===== src/hdl/usb_pkt_pkg.sv =====
// Packet limits and FSM encodings. LEN_SLOTS must be a power of two for queue index wrap
`default_nettype none

package usb_pkt_pkg;

    // Largest packet the writer accepts, in bytes
    localparam int MAX_PKT = 16;

    // Committed packets that can wait for the reader
    localparam int LEN_SLOTS = 4;

    // Length field holds 1 to MAX_PKT
    localparam int LEN_W = $clog2(MAX_PKT + 1);

    // Queue index and occupancy widths
    localparam int LEN_IDX_W = $clog2(LEN_SLOTS);
    localparam int LEN_CNT_W = $clog2(LEN_SLOTS + 1);

    typedef logic [LEN_W-1:0] pkt_len_t;

    // Writer FSM
    typedef enum logic [1:0] {
        WR_IDLE,
        WR_RECV,
        WR_DROP
    } wr_state_t;

    // Reader FSM
    typedef enum logic {
        RD_IDLE,
        RD_READ
    } rd_state_t;

endpackage

`default_nettype wire


===== src/hdl/buf_geom_pkg.sv =====
// Buffer geometry. DEPTH must stay a power of two so that buffer addresses wrap on their own
`default_nettype none

package buf_geom_pkg;

    // One stored packet byte
    localparam int DATA_W = 8;

    // Address width sets the buffer size
    localparam int ADDR_W = 6;
    localparam int DEPTH  = 1 << ADDR_W;

    typedef logic [DATA_W-1:0] buf_data_t;

    // Wraps naturally at DEPTH
    typedef logic [ADDR_W-1:0] buf_addr_t;

    // One extra bit so that a completely full buffer is representable
    typedef logic [ADDR_W:0] buf_fill_t;

endpackage

`default_nettype wire

===== src/hdl/usb_ep_buffer_top.sv =====
// Endpoint packet buffer on one clock. The input has no back-pressure and packets that do not fit are dropped
`timescale 1ns/1ns
`default_nettype none

module usb_ep_buffer_top (
    input  logic                    clk_a,
    input  logic                    rst_a,
    input  logic                    rx_valid,
    input  buf_geom_pkg::buf_data_t rx_data,
    input  logic                    rx_last,
    input  logic                    rx_error,
    input  logic                    out_hold,
    output logic                    out_valid,
    output buf_geom_pkg::buf_data_t out_data,
    output logic                    out_first,
    output logic                    out_last,
    output logic                    pkt_drop
);

    // Writer to buffer
    logic                    wr_en;
    buf_geom_pkg::buf_addr_t wr_addr;
    buf_geom_pkg::buf_data_t wr_data;

    // Writer and reader to length queue
    logic                    push;
    usb_pkt_pkg::pkt_len_t   push_len;
    logic                    pop;
    usb_pkt_pkg::pkt_len_t   head_len;
    logic                    empty;
    logic                    full;

    // Reader and buffer
    logic                    rd_en;
    buf_geom_pkg::buf_addr_t rd_addr;
    buf_geom_pkg::buf_data_t rd_data;
    logic                    rd_valid;
    buf_geom_pkg::buf_addr_t rd_ptr;

    usb_rx_writer u_writer (
        .clk_a    (clk_a),
        .rst_a    (rst_a),
        .rx_valid (rx_valid),
        .rx_last  (rx_last),
        .rx_error (rx_error),
        .rx_data  (rx_data),
        .q_full   (full),
        .rd_ptr   (rd_ptr),
        .wr_en    (wr_en),
        .wr_addr  (wr_addr),
        .wr_data  (wr_data),
        .push     (push),
        .push_len (push_len),
        .pkt_drop (pkt_drop)
    );

    usb_dual_port_buffer u_buffer (
        .clk_a    (clk_a),
        .rst_a    (rst_a),
        .wr_en    (wr_en),
        .wr_addr  (wr_addr),
        .wr_data  (wr_data),
        .rd_en    (rd_en),
        .rd_addr  (rd_addr),
        .rd_data  (rd_data),
        .rd_valid (rd_valid)
    );

    usb_len_queue u_len_queue (
        .clk_a    (clk_a),
        .rst_a    (rst_a),
        .push     (push),
        .push_len (push_len),
        .pop      (pop),
        .head_len (head_len),
        .empty    (empty),
        .full     (full)
    );

    usb_tx_reader u_reader (
        .clk_a     (clk_a),
        .rst_a     (rst_a),
        .empty     (empty),
        .head_len  (head_len),
        .out_hold  (out_hold),
        .rd_data   (rd_data),
        .rd_valid  (rd_valid),
        .pop       (pop),
        .rd_en     (rd_en),
        .rd_addr   (rd_addr),
        .rd_ptr    (rd_ptr),
        .out_valid (out_valid),
        .out_data  (out_data),
        .out_first (out_first),
        .out_last  (out_last)
    );

endmodule

`default_nettype wire


===== src/hdl/usb_tx_reader.sv =====
// System side reader. out_hold stops new reads only, reads already in flight still come out
`timescale 1ns/1ns
`default_nettype none

module usb_tx_reader (
    input  logic                    clk_a,
    input  logic                    rst_a,
    input  logic                    empty,
    input  usb_pkt_pkg::pkt_len_t   head_len,
    input  logic                    out_hold,
    input  buf_geom_pkg::buf_data_t rd_data,
    input  logic                    rd_valid,
    output logic                    pop,
    output logic                    rd_en,
    output buf_geom_pkg::buf_addr_t rd_addr,
    output buf_geom_pkg::buf_addr_t rd_ptr,
    output logic                    out_valid,
    output buf_geom_pkg::buf_data_t out_data,
    output logic                    out_first,
    output logic                    out_last
);

    usb_pkt_pkg::rd_state_t state;
    // Reads still to issue for the current packet
    usb_pkt_pkg::pkt_len_t  remain;
    logic                   first_pend;
    logic                   last_rd;

    // Markers travel beside the read through the buffer's two stages
    logic mk1_first;
    logic mk1_last;
    logic mk2_first;
    logic mk2_last;

    assign pop     = (state == usb_pkt_pkg::RD_IDLE) && !empty && !out_hold;
    assign rd_en   = (state == usb_pkt_pkg::RD_READ) && !out_hold;
    assign rd_addr = rd_ptr;
    assign last_rd = (remain == usb_pkt_pkg::pkt_len_t'(1));

    always_ff @(posedge clk_a) begin
        if (rst_a) begin
            state      <= usb_pkt_pkg::RD_IDLE;
            remain     <= '0;
            first_pend <= 1'b0;
            rd_ptr     <= '0;
        end else begin
            if (pop) begin
                state      <= usb_pkt_pkg::RD_READ;
                remain     <= head_len;
                first_pend <= 1'b1;
            end
            if (rd_en) begin
                rd_ptr     <= rd_ptr + 1'b1;
                remain     <= remain - 1'b1;
                first_pend <= 1'b0;
                if (last_rd) begin
                    state <= usb_pkt_pkg::RD_IDLE;
                end
            end
        end
    end

    // Marker pipeline
    always_ff @(posedge clk_a) begin
        if (rst_a) begin
            mk1_first <= 1'b0;
            mk1_last  <= 1'b0;
            mk2_first <= 1'b0;
            mk2_last  <= 1'b0;
        end else begin
            mk1_first <= rd_en && first_pend;
            mk1_last  <= rd_en && last_rd;
            mk2_first <= mk1_first;
            mk2_last  <= mk1_last;
        end
    end

    // Output straight from the buffer's second stage
    assign out_valid = rd_valid;
    assign out_data  = rd_data;
    assign out_first = mk2_first;
    assign out_last  = mk2_last;

    // Marker pipeline and buffer latency must agree
    a_marker_valid: assert property (
        @(posedge clk_a) disable iff (rst_a)
        (out_first || out_last) |-> out_valid
    ) else $error("packet marker without out_valid");

endmodule

`default_nettype wire


===== src/hdl/usb_len_queue.sv =====
// Circular queue of committed packet lengths. A push while full is ignored
`timescale 1ns/1ns
`default_nettype none

module usb_len_queue (
    input  logic                  clk_a,
    input  logic                  rst_a,
    input  logic                  push,
    input  usb_pkt_pkg::pkt_len_t push_len,
    input  logic                  pop,
    output usb_pkt_pkg::pkt_len_t head_len,
    output logic                  empty,
    output logic                  full
);

    usb_pkt_pkg::pkt_len_t                 slots [usb_pkt_pkg::LEN_SLOTS];
    logic [usb_pkt_pkg::LEN_IDX_W-1:0]     head;
    logic [usb_pkt_pkg::LEN_IDX_W-1:0]     tail;
    logic [usb_pkt_pkg::LEN_CNT_W-1:0]     count;
    logic                                  do_push;
    logic                                  do_pop;

    assign do_push = push && !full;
    assign do_pop  = pop && !empty;

    // Length storage
    always_ff @(posedge clk_a) begin
        if (do_push) begin
            slots[tail] <= push_len;
        end
    end

    // Indices wrap at LEN_SLOTS
    always_ff @(posedge clk_a) begin
        if (rst_a) begin
            head  <= '0;
            tail  <= '0;
            count <= '0;
        end else begin
            if (do_push) begin
                tail <= tail + 1'b1;
            end
            if (do_pop) begin
                head <= head + 1'b1;
            end
            case ({do_push, do_pop})
                2'b10:   count <= count + 1'b1;
                2'b01:   count <= count - 1'b1;
                default: count <= count;
            endcase
        end
    end

    assign head_len = slots[head];
    assign empty    = (count == '0);
    assign full     = (count == usb_pkt_pkg::LEN_CNT_W'(usb_pkt_pkg::LEN_SLOTS));

    // Reader must only pop a committed packet
    a_no_pop_empty: assert property (
        @(posedge clk_a) disable iff (rst_a)
        pop |-> !empty
    ) else $error("pop from an empty length queue");

endmodule

`default_nettype wire


===== src/hdl/usb_rx_writer.sv =====
// Receive side writer. Room and queue slot are checked at the first byte only, no back-pressure
`timescale 1ns/1ns
`default_nettype none

module usb_rx_writer (
    input  logic                    clk_a,
    input  logic                    rst_a,
    input  logic                    rx_valid,
    input  logic                    rx_last,
    input  logic                    rx_error,
    input  buf_geom_pkg::buf_data_t rx_data,
    input  logic                    q_full,
    input  buf_geom_pkg::buf_addr_t rd_ptr,
    output logic                    wr_en,
    output buf_geom_pkg::buf_addr_t wr_addr,
    output buf_geom_pkg::buf_data_t wr_data,
    output logic                    push,
    output usb_pkt_pkg::pkt_len_t   push_len,
    output logic                    pkt_drop
);

    usb_pkt_pkg::wr_state_t  state;
    buf_geom_pkg::buf_addr_t base_ptr;
    buf_geom_pkg::buf_addr_t wr_ptr;
    buf_geom_pkg::buf_addr_t rd_prev;
    buf_geom_pkg::buf_fill_t used;
    buf_geom_pkg::buf_fill_t free_bytes;
    buf_geom_pkg::buf_fill_t used_add;
    buf_geom_pkg::buf_fill_t used_sub;
    usb_pkt_pkg::pkt_len_t   cnt;
    logic                    start_ok;
    logic                    byte_ok;
    logic                    drop_now;

    // Committed bytes not yet read, so free space is unambiguous when the pointers meet
    assign free_bytes = buf_geom_pkg::buf_fill_t'(buf_geom_pkg::DEPTH) - used;
    assign start_ok   = (free_bytes >= buf_geom_pkg::buf_fill_t'(usb_pkt_pkg::MAX_PKT))
                        && !q_full;

    // Whether the current byte may be stored
    always_comb begin
        case (state)
            usb_pkt_pkg::WR_IDLE: byte_ok = start_ok;
            usb_pkt_pkg::WR_RECV: byte_ok = (cnt != usb_pkt_pkg::pkt_len_t'(usb_pkt_pkg::MAX_PKT));
            default:              byte_ok = 1'b0;
        endcase
    end

    assign wr_en    = rx_valid && byte_ok;
    assign wr_addr  = wr_ptr;
    assign wr_data  = rx_data;
    assign push     = wr_en && rx_last && !rx_error;
    assign push_len = (state == usb_pkt_pkg::WR_IDLE) ? usb_pkt_pkg::pkt_len_t'(1)
                                                      : cnt + usb_pkt_pkg::pkt_len_t'(1);

    // Refused first byte, oversize byte, or an error on the last byte
    assign drop_now = rx_valid && (state != usb_pkt_pkg::WR_DROP)
                      && (!byte_ok || (rx_last && rx_error));

    assign used_add = push ? buf_geom_pkg::buf_fill_t'(push_len) : '0;
    // Reader moves at most one byte per cycle
    assign used_sub = (rd_ptr != rd_prev) ? buf_geom_pkg::buf_fill_t'(1) : '0;

    always_ff @(posedge clk_a) begin
        if (rst_a) begin
            state    <= usb_pkt_pkg::WR_IDLE;
            base_ptr <= '0;
            wr_ptr   <= '0;
            rd_prev  <= '0;
            used     <= '0;
            cnt      <= '0;
            pkt_drop <= 1'b0;
        end else begin
            pkt_drop <= drop_now;
            rd_prev  <= rd_ptr;
            used     <= used + used_add - used_sub;
            // Rewind discards everything written since the last commit
            if (drop_now) begin
                wr_ptr <= base_ptr;
            end else if (wr_en) begin
                wr_ptr <= wr_ptr + 1'b1;
            end
            if (push) begin
                base_ptr <= wr_ptr + 1'b1;
            end
            if (wr_en) begin
                cnt <= (state == usb_pkt_pkg::WR_IDLE) ? usb_pkt_pkg::pkt_len_t'(1)
                                                       : cnt + usb_pkt_pkg::pkt_len_t'(1);
            end
            if (rx_valid) begin
                if (rx_last) begin
                    state <= usb_pkt_pkg::WR_IDLE;
                end else if (drop_now) begin
                    state <= usb_pkt_pkg::WR_DROP;
                end else if (wr_en) begin
                    state <= usb_pkt_pkg::WR_RECV;
                end
            end
        end
    end

    // The slot check at the first byte must still hold at commit time
    a_no_push_full: assert property (
        @(posedge clk_a) disable iff (rst_a)
        push |-> !q_full
    ) else $error("length pushed into a full queue");

endmodule

`default_nettype wire


===== src/hdl/usb_dual_port_buffer.sv =====
// Single-clock RAM with write-only port A and read-only port B, two cycles of latency per access
`timescale 1ns/1ns
`default_nettype none

module usb_dual_port_buffer (
    input  logic                    clk_a,
    input  logic                    rst_a,
    // Port A, write side
    input  logic                    wr_en,
    input  buf_geom_pkg::buf_addr_t wr_addr,
    input  buf_geom_pkg::buf_data_t wr_data,
    // Port B, read side
    input  logic                    rd_en,
    input  buf_geom_pkg::buf_addr_t rd_addr,
    output buf_geom_pkg::buf_data_t rd_data,
    output logic                    rd_valid
);

    // Storage array
    buf_geom_pkg::buf_data_t ram [buf_geom_pkg::DEPTH];

    // Stage 1 request registers
    logic                    wr_en_s1;
    buf_geom_pkg::buf_addr_t wr_addr_s1;
    buf_geom_pkg::buf_data_t wr_data_s1;
    logic                    rd_en_s1;
    buf_geom_pkg::buf_addr_t rd_addr_s1;

    // Read and write meet on the same word in stage 1
    logic bypass_hit;

    // Stage 1 strobes
    always_ff @(posedge clk_a) begin
        if (rst_a) begin
            wr_en_s1 <= 1'b0;
            rd_en_s1 <= 1'b0;
        end else begin
            wr_en_s1 <= wr_en;
            rd_en_s1 <= rd_en;
        end
    end

    // Stage 1 addresses and data
    // Only loaded with a live request so idle cycles leave them still
    always_ff @(posedge clk_a) begin
        if (wr_en) begin
            wr_addr_s1 <= wr_addr;
            wr_data_s1 <= wr_data;
        end
        if (rd_en) begin
            rd_addr_s1 <= rd_addr;
        end
    end

    assign bypass_hit = wr_en_s1 && rd_en_s1 && (wr_addr_s1 == rd_addr_s1);

    // Stage 2 array access
    // The array read sees the old word on a same-edge write, hence the bypass
    always_ff @(posedge clk_a) begin
        if (wr_en_s1) begin
            ram[wr_addr_s1] <= wr_data_s1;
        end
        if (rd_en_s1) begin
            if (bypass_hit) begin
                rd_data <= wr_data_s1;
            end else begin
                rd_data <= ram[rd_addr_s1];
            end
        end
    end

    // Stage 2 read strobe
    always_ff @(posedge clk_a) begin
        if (rst_a) begin
            rd_valid <= 1'b0;
        end else begin
            rd_valid <= rd_en_s1;
        end
    end

    // Every read returns exactly two cycles after it was requested, and nothing else does
    a_rd_latency: assert property (
        @(posedge clk_a) disable iff (rst_a)
        rd_valid == $past(rd_en, 2)
    ) else $error("rd_valid does not follow rd_en by two cycles");

endmodule

`default_nettype wire


===== config.mk =====
export PLATFORM = sky130hd
export DESIGN_NAME = usb_ep_buffer_top
export DESIGN_NICKNAME = d
export VERILOG_FILES = /design/src/hdl/usb_pkt_pkg.sv /design/src/hdl/buf_geom_pkg.sv /design/src/hdl/usb_ep_buffer_top.sv /design/src/hdl/usb_tx_reader.sv /design/src/hdl/usb_len_queue.sv /design/src/hdl/usb_rx_writer.sv /design/src/hdl/usb_dual_port_buffer.sv
export SDC_FILE = /design/constraint.sdc
export NUM_CORES = 1
export LEC_CHECK = 0
export BUFFER_PORTS_ARGS = -buffer_cell sky130_fd_sc_hd__buf_4
export CAP_MARGIN = 5
export CELL_PAD_IN_SITES_DETAIL_PLACEMENT = 0
export CELL_PAD_IN_SITES_GLOBAL_PLACEMENT = 2
export CORE_ASPECT_RATIO = 0.75
export CORE_MARGIN = 10
export CORE_UTILIZATION = 52
export CTS_CLUSTER_SIZE = 8
export DETAILED_ROUTE_END_ITERATION = 16
export PLACE_DENSITY_LB_ADDON = 0.12
export SKIP_LAST_GASP = 1
export SLEW_MARGIN = 20
export SYNTH_ARGS = -nofsm -noshare
export SYNTH_HDL_FRONTEND = slang
export SYNTH_SLANG_ARGS = --single-unit

===== constraint.sdc =====
create_clock -name clk_a -period 5.8 [get_ports clk_a]
set_clock_uncertainty 0.15 [all_clocks]
set_input_delay 0.29 -clock clk_a [delete_from_list [all_inputs] [get_ports clk_a]]
set_output_delay 0.29 -clock clk_a [all_outputs]
set_load 0.02 [all_outputs]

==> results.cfg, run 1 <==
[logic_synthesis]
yosys_warnings = 0
synth_flop_cell = edfxtp_1
synth.yosys.seq_area_share = 0.732
synth_top_area_cell = edfxtp_1
yosys.area.top_type_share = 0.681
synthArstFlopShare = 0
synthCells = 1400
synth.top_cells.by_area = edfxtp_1 68%, mux4_2 9.7%, dfxtp_1 5.0%
syn-cell-area_um2 = 24700
synth_enable_flop_cells = 560
post_synth_num_cell_types = 61
number_of_flip_flops_and_latches_in_the_synthesized_netlist = 622
avg_inst_size_synth_um2 = 17.6
synth_fp_nets = 1438

[routing]
drt.antenna.violating_nets = 0
dr.first_iter.drc_count = 1359
number_of_detailed_route_iterations_in_the_first_pass = 6
drt-total-wl_mm = 55.6
via_count = 12769
remaining_drc_errors = 0
vias_per_cell = 5.95
detail_route.wl_per_cell_um = 25.9

[timing]
post-route-period-util = 0.639
maxSlewViolCount = 0
relSlewSlack = 0.265
hold_viol_final = 0
fin_setup_tns_ns = 0
grt_setup_unrepaired = false
setup_violating_endpoint_count_in_the_final_report = 0
max_freq_ghz = 0.270
period_needed_ns = 3.71
transition_time_of_the_tightest_slew_check_pin_ns = 1.10

[hold_path]
worst_hold_path.endpoint = u_len_queue.tail[0]$_SDFFE_PP0P_
worst_hold_startpoint = rst_a
holdPathStages = 2
timing.hold.worst.class = in2reg

[worst_setup_path]
worst-path-max-fanout = 16
rrSetupSlack_ns = 2.09
path_buf_inv = 1
crit-reg2reg-launch = u_writer.used[1]$_SDFF_PP0_
crit_path_max_incr_delay_ns = 0.58
worst_setup_path_end_kind = register
start_kind = register
classification_of_the_worst_setup_path = reg2reg
cp_slowest_cell = nor3_4
cp_data_arrival_time_ns = 4.02
worst-r2r-cell-count = 14
cp.required_ns = 6.11
crit_path_cell_chain = nor4_2 -> mux2i_1 -> a21oi_4 -> nor3_4 -> and2_1 -> ha_1 -> inv_1 -> fa_1 -> nor2b_1 -> o21ai_0 -> a21oi_1 -> o21ai_0 -> a21oi_1 -> nor3b_1
worstReg2RegEnd = u_writer.used[6]$_SDFF_PP0_
largest_delay_contributor_family_on_the_critical_path = simple AND/OR/NAND/NOR gates

[finish]
share_of_cells_above_drive_strength_1 = 0.185
n_fill_cell = 3578
fin_nets = 1519
insertedDiodeCount = 0
flow.area_growth_from_synthesis_pct = 13.9

[global_routing]
aggregate_global_route_resource_usage = 0.199
first_global_vias = 13051
grt_remaining_overflow = 0
grt_pass1_wl_mm = 84.5
grt_antenna_before_repair = 0
grt_max_degree = 66

[clock_tree]
bufs_on_longest_clock_path = 3
cts_post_setup_buffers_inserted = 0
path_clk_slew_ns = 0.05
numCtsBuffers = 87
ctsHtreeMaxLevel = 3
clkLatencyLatePin_ns = 0.62
cts_tree = built
cts.sink_count = 622
clockRootBuffer = clkbuf_16

[job]
max_cap_violations = 0

[power]
vdd_ir_drop_max_mv = 0.325
power_density_nw_per_um2 = 397
p_leak_nw = 9.09
total_power_mw = 11.2

[die]
chipWidth_um = 272
design.die.area_um2 = 56700
start_util = 0.524
placement_rows = 69
die_y_um = 209
placeableCoreArea_um2 = 47100
ioPinCount = 26

[run_status]
run_status = finished, final reports clean

[placement]
number_of_port_buffers = 25
dp_hpwl_mm = 34.9
routability_driven_placement_congestion_ratio = 0.774
[cells in the final DEF (no fill, tap or decap), drive strengths merged, types with 6 or more instances in the layout]
cell,Yosys,final
ha,22,22
dlygate4sd3,0,12
nand3b,10,10
nor2,106,106
clkbuf,32,114
nor2b,26,26
edfxtp,560,560
a22oi,10,10
a211oi,17,17
buf,40,52
nor3,14,14
mux4,106,106
o21ai,15,15
nand2b,6,6
o211ai,13,13
o22ai,36,36
nor4,11,11
xor2,19,19
or3,8,8
dfxtp,62,62
nand3,27,27
and2,7,7
nand2,41,41
a21oi,39,39
a221oi,7,7
nand4,6,6
mux2i,56,56
a31oi,8,8
mux2,14,14
inv,37,39
xnor2,13,13
[synthesized netlist by cell type, drive strengths merged (2+ instances only)]
cell type	instances
ha	22
nand3	27
fa	2
buf	40
nor2	106
o211ai	13
a32oi	2
nor3b	4
nand3b	10
xor2	19
a21oi	39
o21ai	15
nor4	11
mux2i	56
or2	2
nand2	41
mux2	14
or4b	2
inv	37
nand2b	6
dfxtp	62
o311ai	2
a211oi	17
clkbuf	32
or3b	2
and2	7
edfxtp	560
a221oi	7
or3	8
o221ai	2
nand4	6
xnor2	13
a31oi	8
nor2b	26
mux4	106
a22oi	10
nor3	14
and3	4
o22ai	36
[logic make-up after synthesis]
group / synth area share
flip-flops: 0.732
adder cells (fa/ha/maj): 0.0128
buffers and inverters: 0.0202
XOR/XNOR: 0.0114
multiplexers: 0.126
AND/OR/NAND/NOR: 0.0560
AO/OA/AOI/OAI: 0.0421
[per-layer routing]
layer | routed length, um | vias to the layer above | share of wire | global-route usage
li1 | - | 5686 | - | -
met4 | 784 | 0 | 0.014 | 0.0472
met2 | 25500 | 374 | 0.46 | 0.295
met1 | 25900 | 6642 | 0.47 | 0.296
met5 | 0 | - | 0 | 0
met3 | 3390 | 67 | 0.061 | 0.0430
[cell type report]
class                      count  area, um^2  area share
sequential                   622       18100       0.642
multi-input combinational    668        6140       0.219
clock buffer                 114        2370      0.0844
tap                          639         800      0.0284
timing repair buffer          64         563      0.0200
inverter                      38         143     0.00507
clock inverter                 2        28.8     0.00102
[worst max-delay path by stage]
stage,to,cells after the start,from
floorplan,u_writer.used[5]$_SDFF_PP0_,15,u_writer.used[1]$_SDFF_PP0_
global placement,u_writer.used[6]$_SDFF_PP0_,14,u_writer.used[1]$_SDFF_PP0_
detailed placement,u_writer.used[6]$_SDFF_PP0_,14,u_writer.used[1]$_SDFF_PP0_
CTS,u_writer.used[6]$_SDFF_PP0_,14,u_writer.used[1]$_SDFF_PP0_
global route,u_writer.used[5]$_SDFF_PP0_,14,u_writer.used[1]$_SDFF_PP0_
finish,u_writer.used[6]$_SDFF_PP0_,14,u_writer.used[1]$_SDFF_PP0_
[metrics by stage]
stage	hold slack (ns)	util	cell area, um^2	cells	setup slack (ns)
6_report	0.0313	0.596	28100	2147	2.09
5_1_grt	0.0486	0.596	28100	2147	1.76
4_1_cts	0.0239	0.596	28100	2146	1.78
3_5_place_dp	0.301	0.542	25600	2018	1.82
3_3_place_gp	0.295	0.542	25500	2017	1.86
2_1_floorplan	0.239	-	24700	1400	2.44
[timing repair]
action | 4_1_cts | 5_1_grt
gates resized for setup | 0 | 0
hold buffers | 12 | 0
endpoints found under the hold margin | 15 | 0
[sequential cells by signal (all words and copies together) (netlist names), 6 cells and up, named ones only]
register             cells
u_reader.rd_addr         6
u_len_queue.slots       20
u_buffer.wr_data_s1      8
u_writer.base_ptr        6
u_buffer.rd_data         8
u_buffer.ram           512
u_writer.rd_prev         6
u_writer.used            7
u_buffer.wr_addr_s1      6
u_buffer.rd_addr_s1      6
u_writer.wr_addr         6
[report_power, final]
group	switching (mW)	internal [mW]	leakage [nW]	total, mW
logic	0.775	0.448	2.37	1.22
registers	0.176	5.21	5.56	5.38
clock network	1.75	2.80	1.17	4.55
total	2.70	8.46	9.09	11.2
(Power assumes the default switching activity.)
==> inputs of run 2 (changes only) <==
- ABC_AREA: unset -> 1
- CORE_UTILIZATION: 52 -> 39
- clock period: 5.8 -> 3.01 ns (I/O delays scaled with it)
==> results.cfg, run 2 <==
[run_status]
run_status = finished, final reports clean

[worst_setup_path]
start_kind = register
crit-reg2reg-launch = u_writer.cnt[0]$_SDFFE_PP0N_
worst-path-max-fanout = 4
cp_data_arrival_time_ns = 3.21
worst_setup_path_end_kind = register
classification_of_the_worst_setup_path = reg2reg
cp.required_ns = 3.36
startpoint = u_writer.cnt[0]$_SDFFE_PP0N_
rrSetupSlack_ns = 0.15

[die]
chipWidth_um = 317
die_y_um = 243
placement_rows = 81
ioPinCount = 26
placeableCoreArea_um2 = 65400
design.die.area_um2 = 77100
start_util = 0.395

[global_routing]
grt_max_degree = 66
aggregate_global_route_resource_usage = 0.184
grt_remaining_overflow = 0
grt_antenna_before_repair = 0
grt_pass1_wl_mm = 107
first_global_vias = 16774

[routing]
remaining_drc_errors = 0
number_of_detailed_route_iterations_in_the_first_pass = 5
via_count = 17305
drt-total-wl_mm = 71.6
detail_route.wl_per_cell_um = 21.3
dr.first_iter.drc_count = 1524
drt.antenna.violating_nets = 0
vias_per_cell = 5.15

[power]
p_leak_nw = 11.2
clock_power_share = 0.385
power_density_nw_per_um2 = 759
power.share.sequential = 0.452
switchingPower_mw = 6.41
total_power_mw = 23.0
vdd_ir_drop_max_mv = 0.359
swShare = 0.278
internal_power_mw = 16.6
combinational_power_share = 0.163

[timing]
grt_setup_unrepaired = true
finalHoldWorstSlack_ns = 0.104
period_needed_ns = 2.86
max_freq_ghz = 0.350
relSlewSlack = 0.429
setup_violating_endpoint_count_in_the_final_report = 0
transition_time_of_the_tightest_slew_check_pin_ns = 0.857
hold_viol_final = 0
maxSlewViolCount = 0
post-route-period-util = 0.950

[logic_synthesis]
synthCells = 2308
synth_top_area_cell = edfxtp_1
synth_enable_flop_cells = 560
post_synth_num_cell_types = 40
syn-cell-area_um2 = 25800
synth_flop_cell = edfxtp_1
number_of_flip_flops_and_latches_in_the_synthesized_netlist = 622
synthArstFlopShare = 0
synth.top_cells.by_area = edfxtp_1 65%, nand2_1 9.8%, nand3_1 9.4%
post-synth-top-count-cell = nand2_1
yosys_warnings = 0
synth_common_cells = 673 x nand2_1, 560 x edfxtp_1, 487 x nand3_1
avg_inst_size_synth_um2 = 11.2
synth_fp_nets = 2346
yosys.area.top_type_share = 0.651
synth.yosys.seq_area_share = 0.699

[finish]
fin_nets = 2497
flow.area_growth_from_synthesis_pct = 17.3
layout.cells.most_common = nand2_1
largest_register_ff_count = 512
largest-register = u_buffer.ram
reg_top3 = u_buffer.ram x512, u_len_queue.slots x20
count_of_placed_standard_cells_in_the_final_layout_fillers_left_out = 3357
share_of_cells_above_drive_strength_1 = 0.114
insertedDiodeCount = 0
most-common-layout-cells = 672 x nand2_1, 560 x edfxtp_1, 487 x nand3_1, 146 x buf_4, 134 x nor2_1

[job]
max_cap_violations = 0

[clock_tree]
clkLatencyLatePin_ns = 0.63
path_clk_slew_ns = 0.05
bufs_on_longest_clock_path = 3
ctsHtreeMaxLevel = 3
cts_tree = built
cts.sink_count = 622
clockRootBuffer = clkbuf_16
numCtsBuffers = 87

[hold_path]
worst_hold_startpoint = rx_data[2]
timing.hold.worst.class = in2reg

[placement]
dpl.cell_count = 3224
number_of_port_buffers = 25
dp_hpwl_mm = 44.3
routability_driven_placement_congestion_ratio = 0.805
## run 2: final timing paths
check,end,cells after the start
worst min register to register,u_reader.out_first$_SDFF_PP0_,2
worst min-delay path,u_buffer.wr_data_s1[2]$_DFFE_PN_,2
worst max register to register,u_writer.used[6]$_SDFF_PP0_,20
worst max-delay path,u_writer.used[6]$_SDFF_PP0_,20
## run 2: worst max-delay path: stages (launching register included)
cell	delay, ns
dfxtp_1	0.32
inv_1	0.05
ha_1	0.19
nand3_1	0.11
o211ai_1	0.10
nand2_1	0.13
nand2_4	0.09
clkinvlp_4	0.08
nand2_1	0.06
nor2_2	0.13
ha_2	0.19
inv_1	0.06
fa_2	0.38
inv_2	0.07
nand3_1	0.06
nand2_1	0.11
a21oi_1	0.08
nor2_1	0.10
nor2_1	0.06
o21ai_0	0.15
a21oi_1	0.05
## run 2: per-layer routing
| metal | global-route usage | up-vias | share of wire |
|---|---|---|---|
| met2 | 0.262 | 472 | 0.42 |
| met4 | 0.0456 | 0 | 0.018 |
| met1 | 0.280 | 8425 | 0.50 |
| met5 | 0 | - | 0 |
| met3 | 0.0397 | 97 | 0.064 |
| li1 | - | 8311 | - |
## run 2: what timing repair did
item | 4_1_cts | 5_1_grt
hold endpoints to repair | 58 | 0
setup endpoints to repair | 1 | 2
pin swaps | 0 | 3
hold buffers | 16 | 0
buffers inserted | 0 | 1
resized for setup | 1 | 8
## run 2: cell families after synthesis
kind of cell / after synthesis / synth area share
adders and majority gates: 24 / 0.0122
xor gates and xnor gates: 12 / 0.00407
AOI/OAI and AO/OA: 93 / 0.0190
buffers and inverters: 221 / 0.0436
DFF: 622 / 0.699
and+or+nand+nor: 1336 / 0.222
## run 2: power by group through the flow
stage | clock (mW) | sequential, mW | combinational, mW
2_1_floorplan | 0 | 10.6 | 2.11
4_1_cts | 9.06 | 10.4 | 3.77
6_report | 8.86 | 10.4 | 3.76
3_3_place_gp | 0 | 10.5 | 3.70
3_5_place_dp | 0 | 10.6 | 3.73
5_1_grt | 9.44 | 10.4 | 4.19
## run 2: area by class of cell
class | instances | area [um^2]
clock buffer | 114 | 2360
clock inverter | 2 | 28.8
tap | 871 | 1090
sequential | 622 | 18100
timing repair buffer | 185 | 1720
multi-input combinational | 1465 | 6680
inverter | 98 | 384
fill | 6028 | 35000
## run 2: through the flow
stage                     utilization  setup WS [ns]  setup TNS, ns  instance area (um^2)
after floorplan                     -          0.123              0                 25800
after global placement          0.424        0.00776              0                 27700
after detailed placement        0.424        -0.0506        -0.0506                 27700
after CTS                       0.463        0.00924              0                 30300
after global routing            0.464        -0.0137        -0.0137                 30300
final                           0.464          0.150              0                 30300
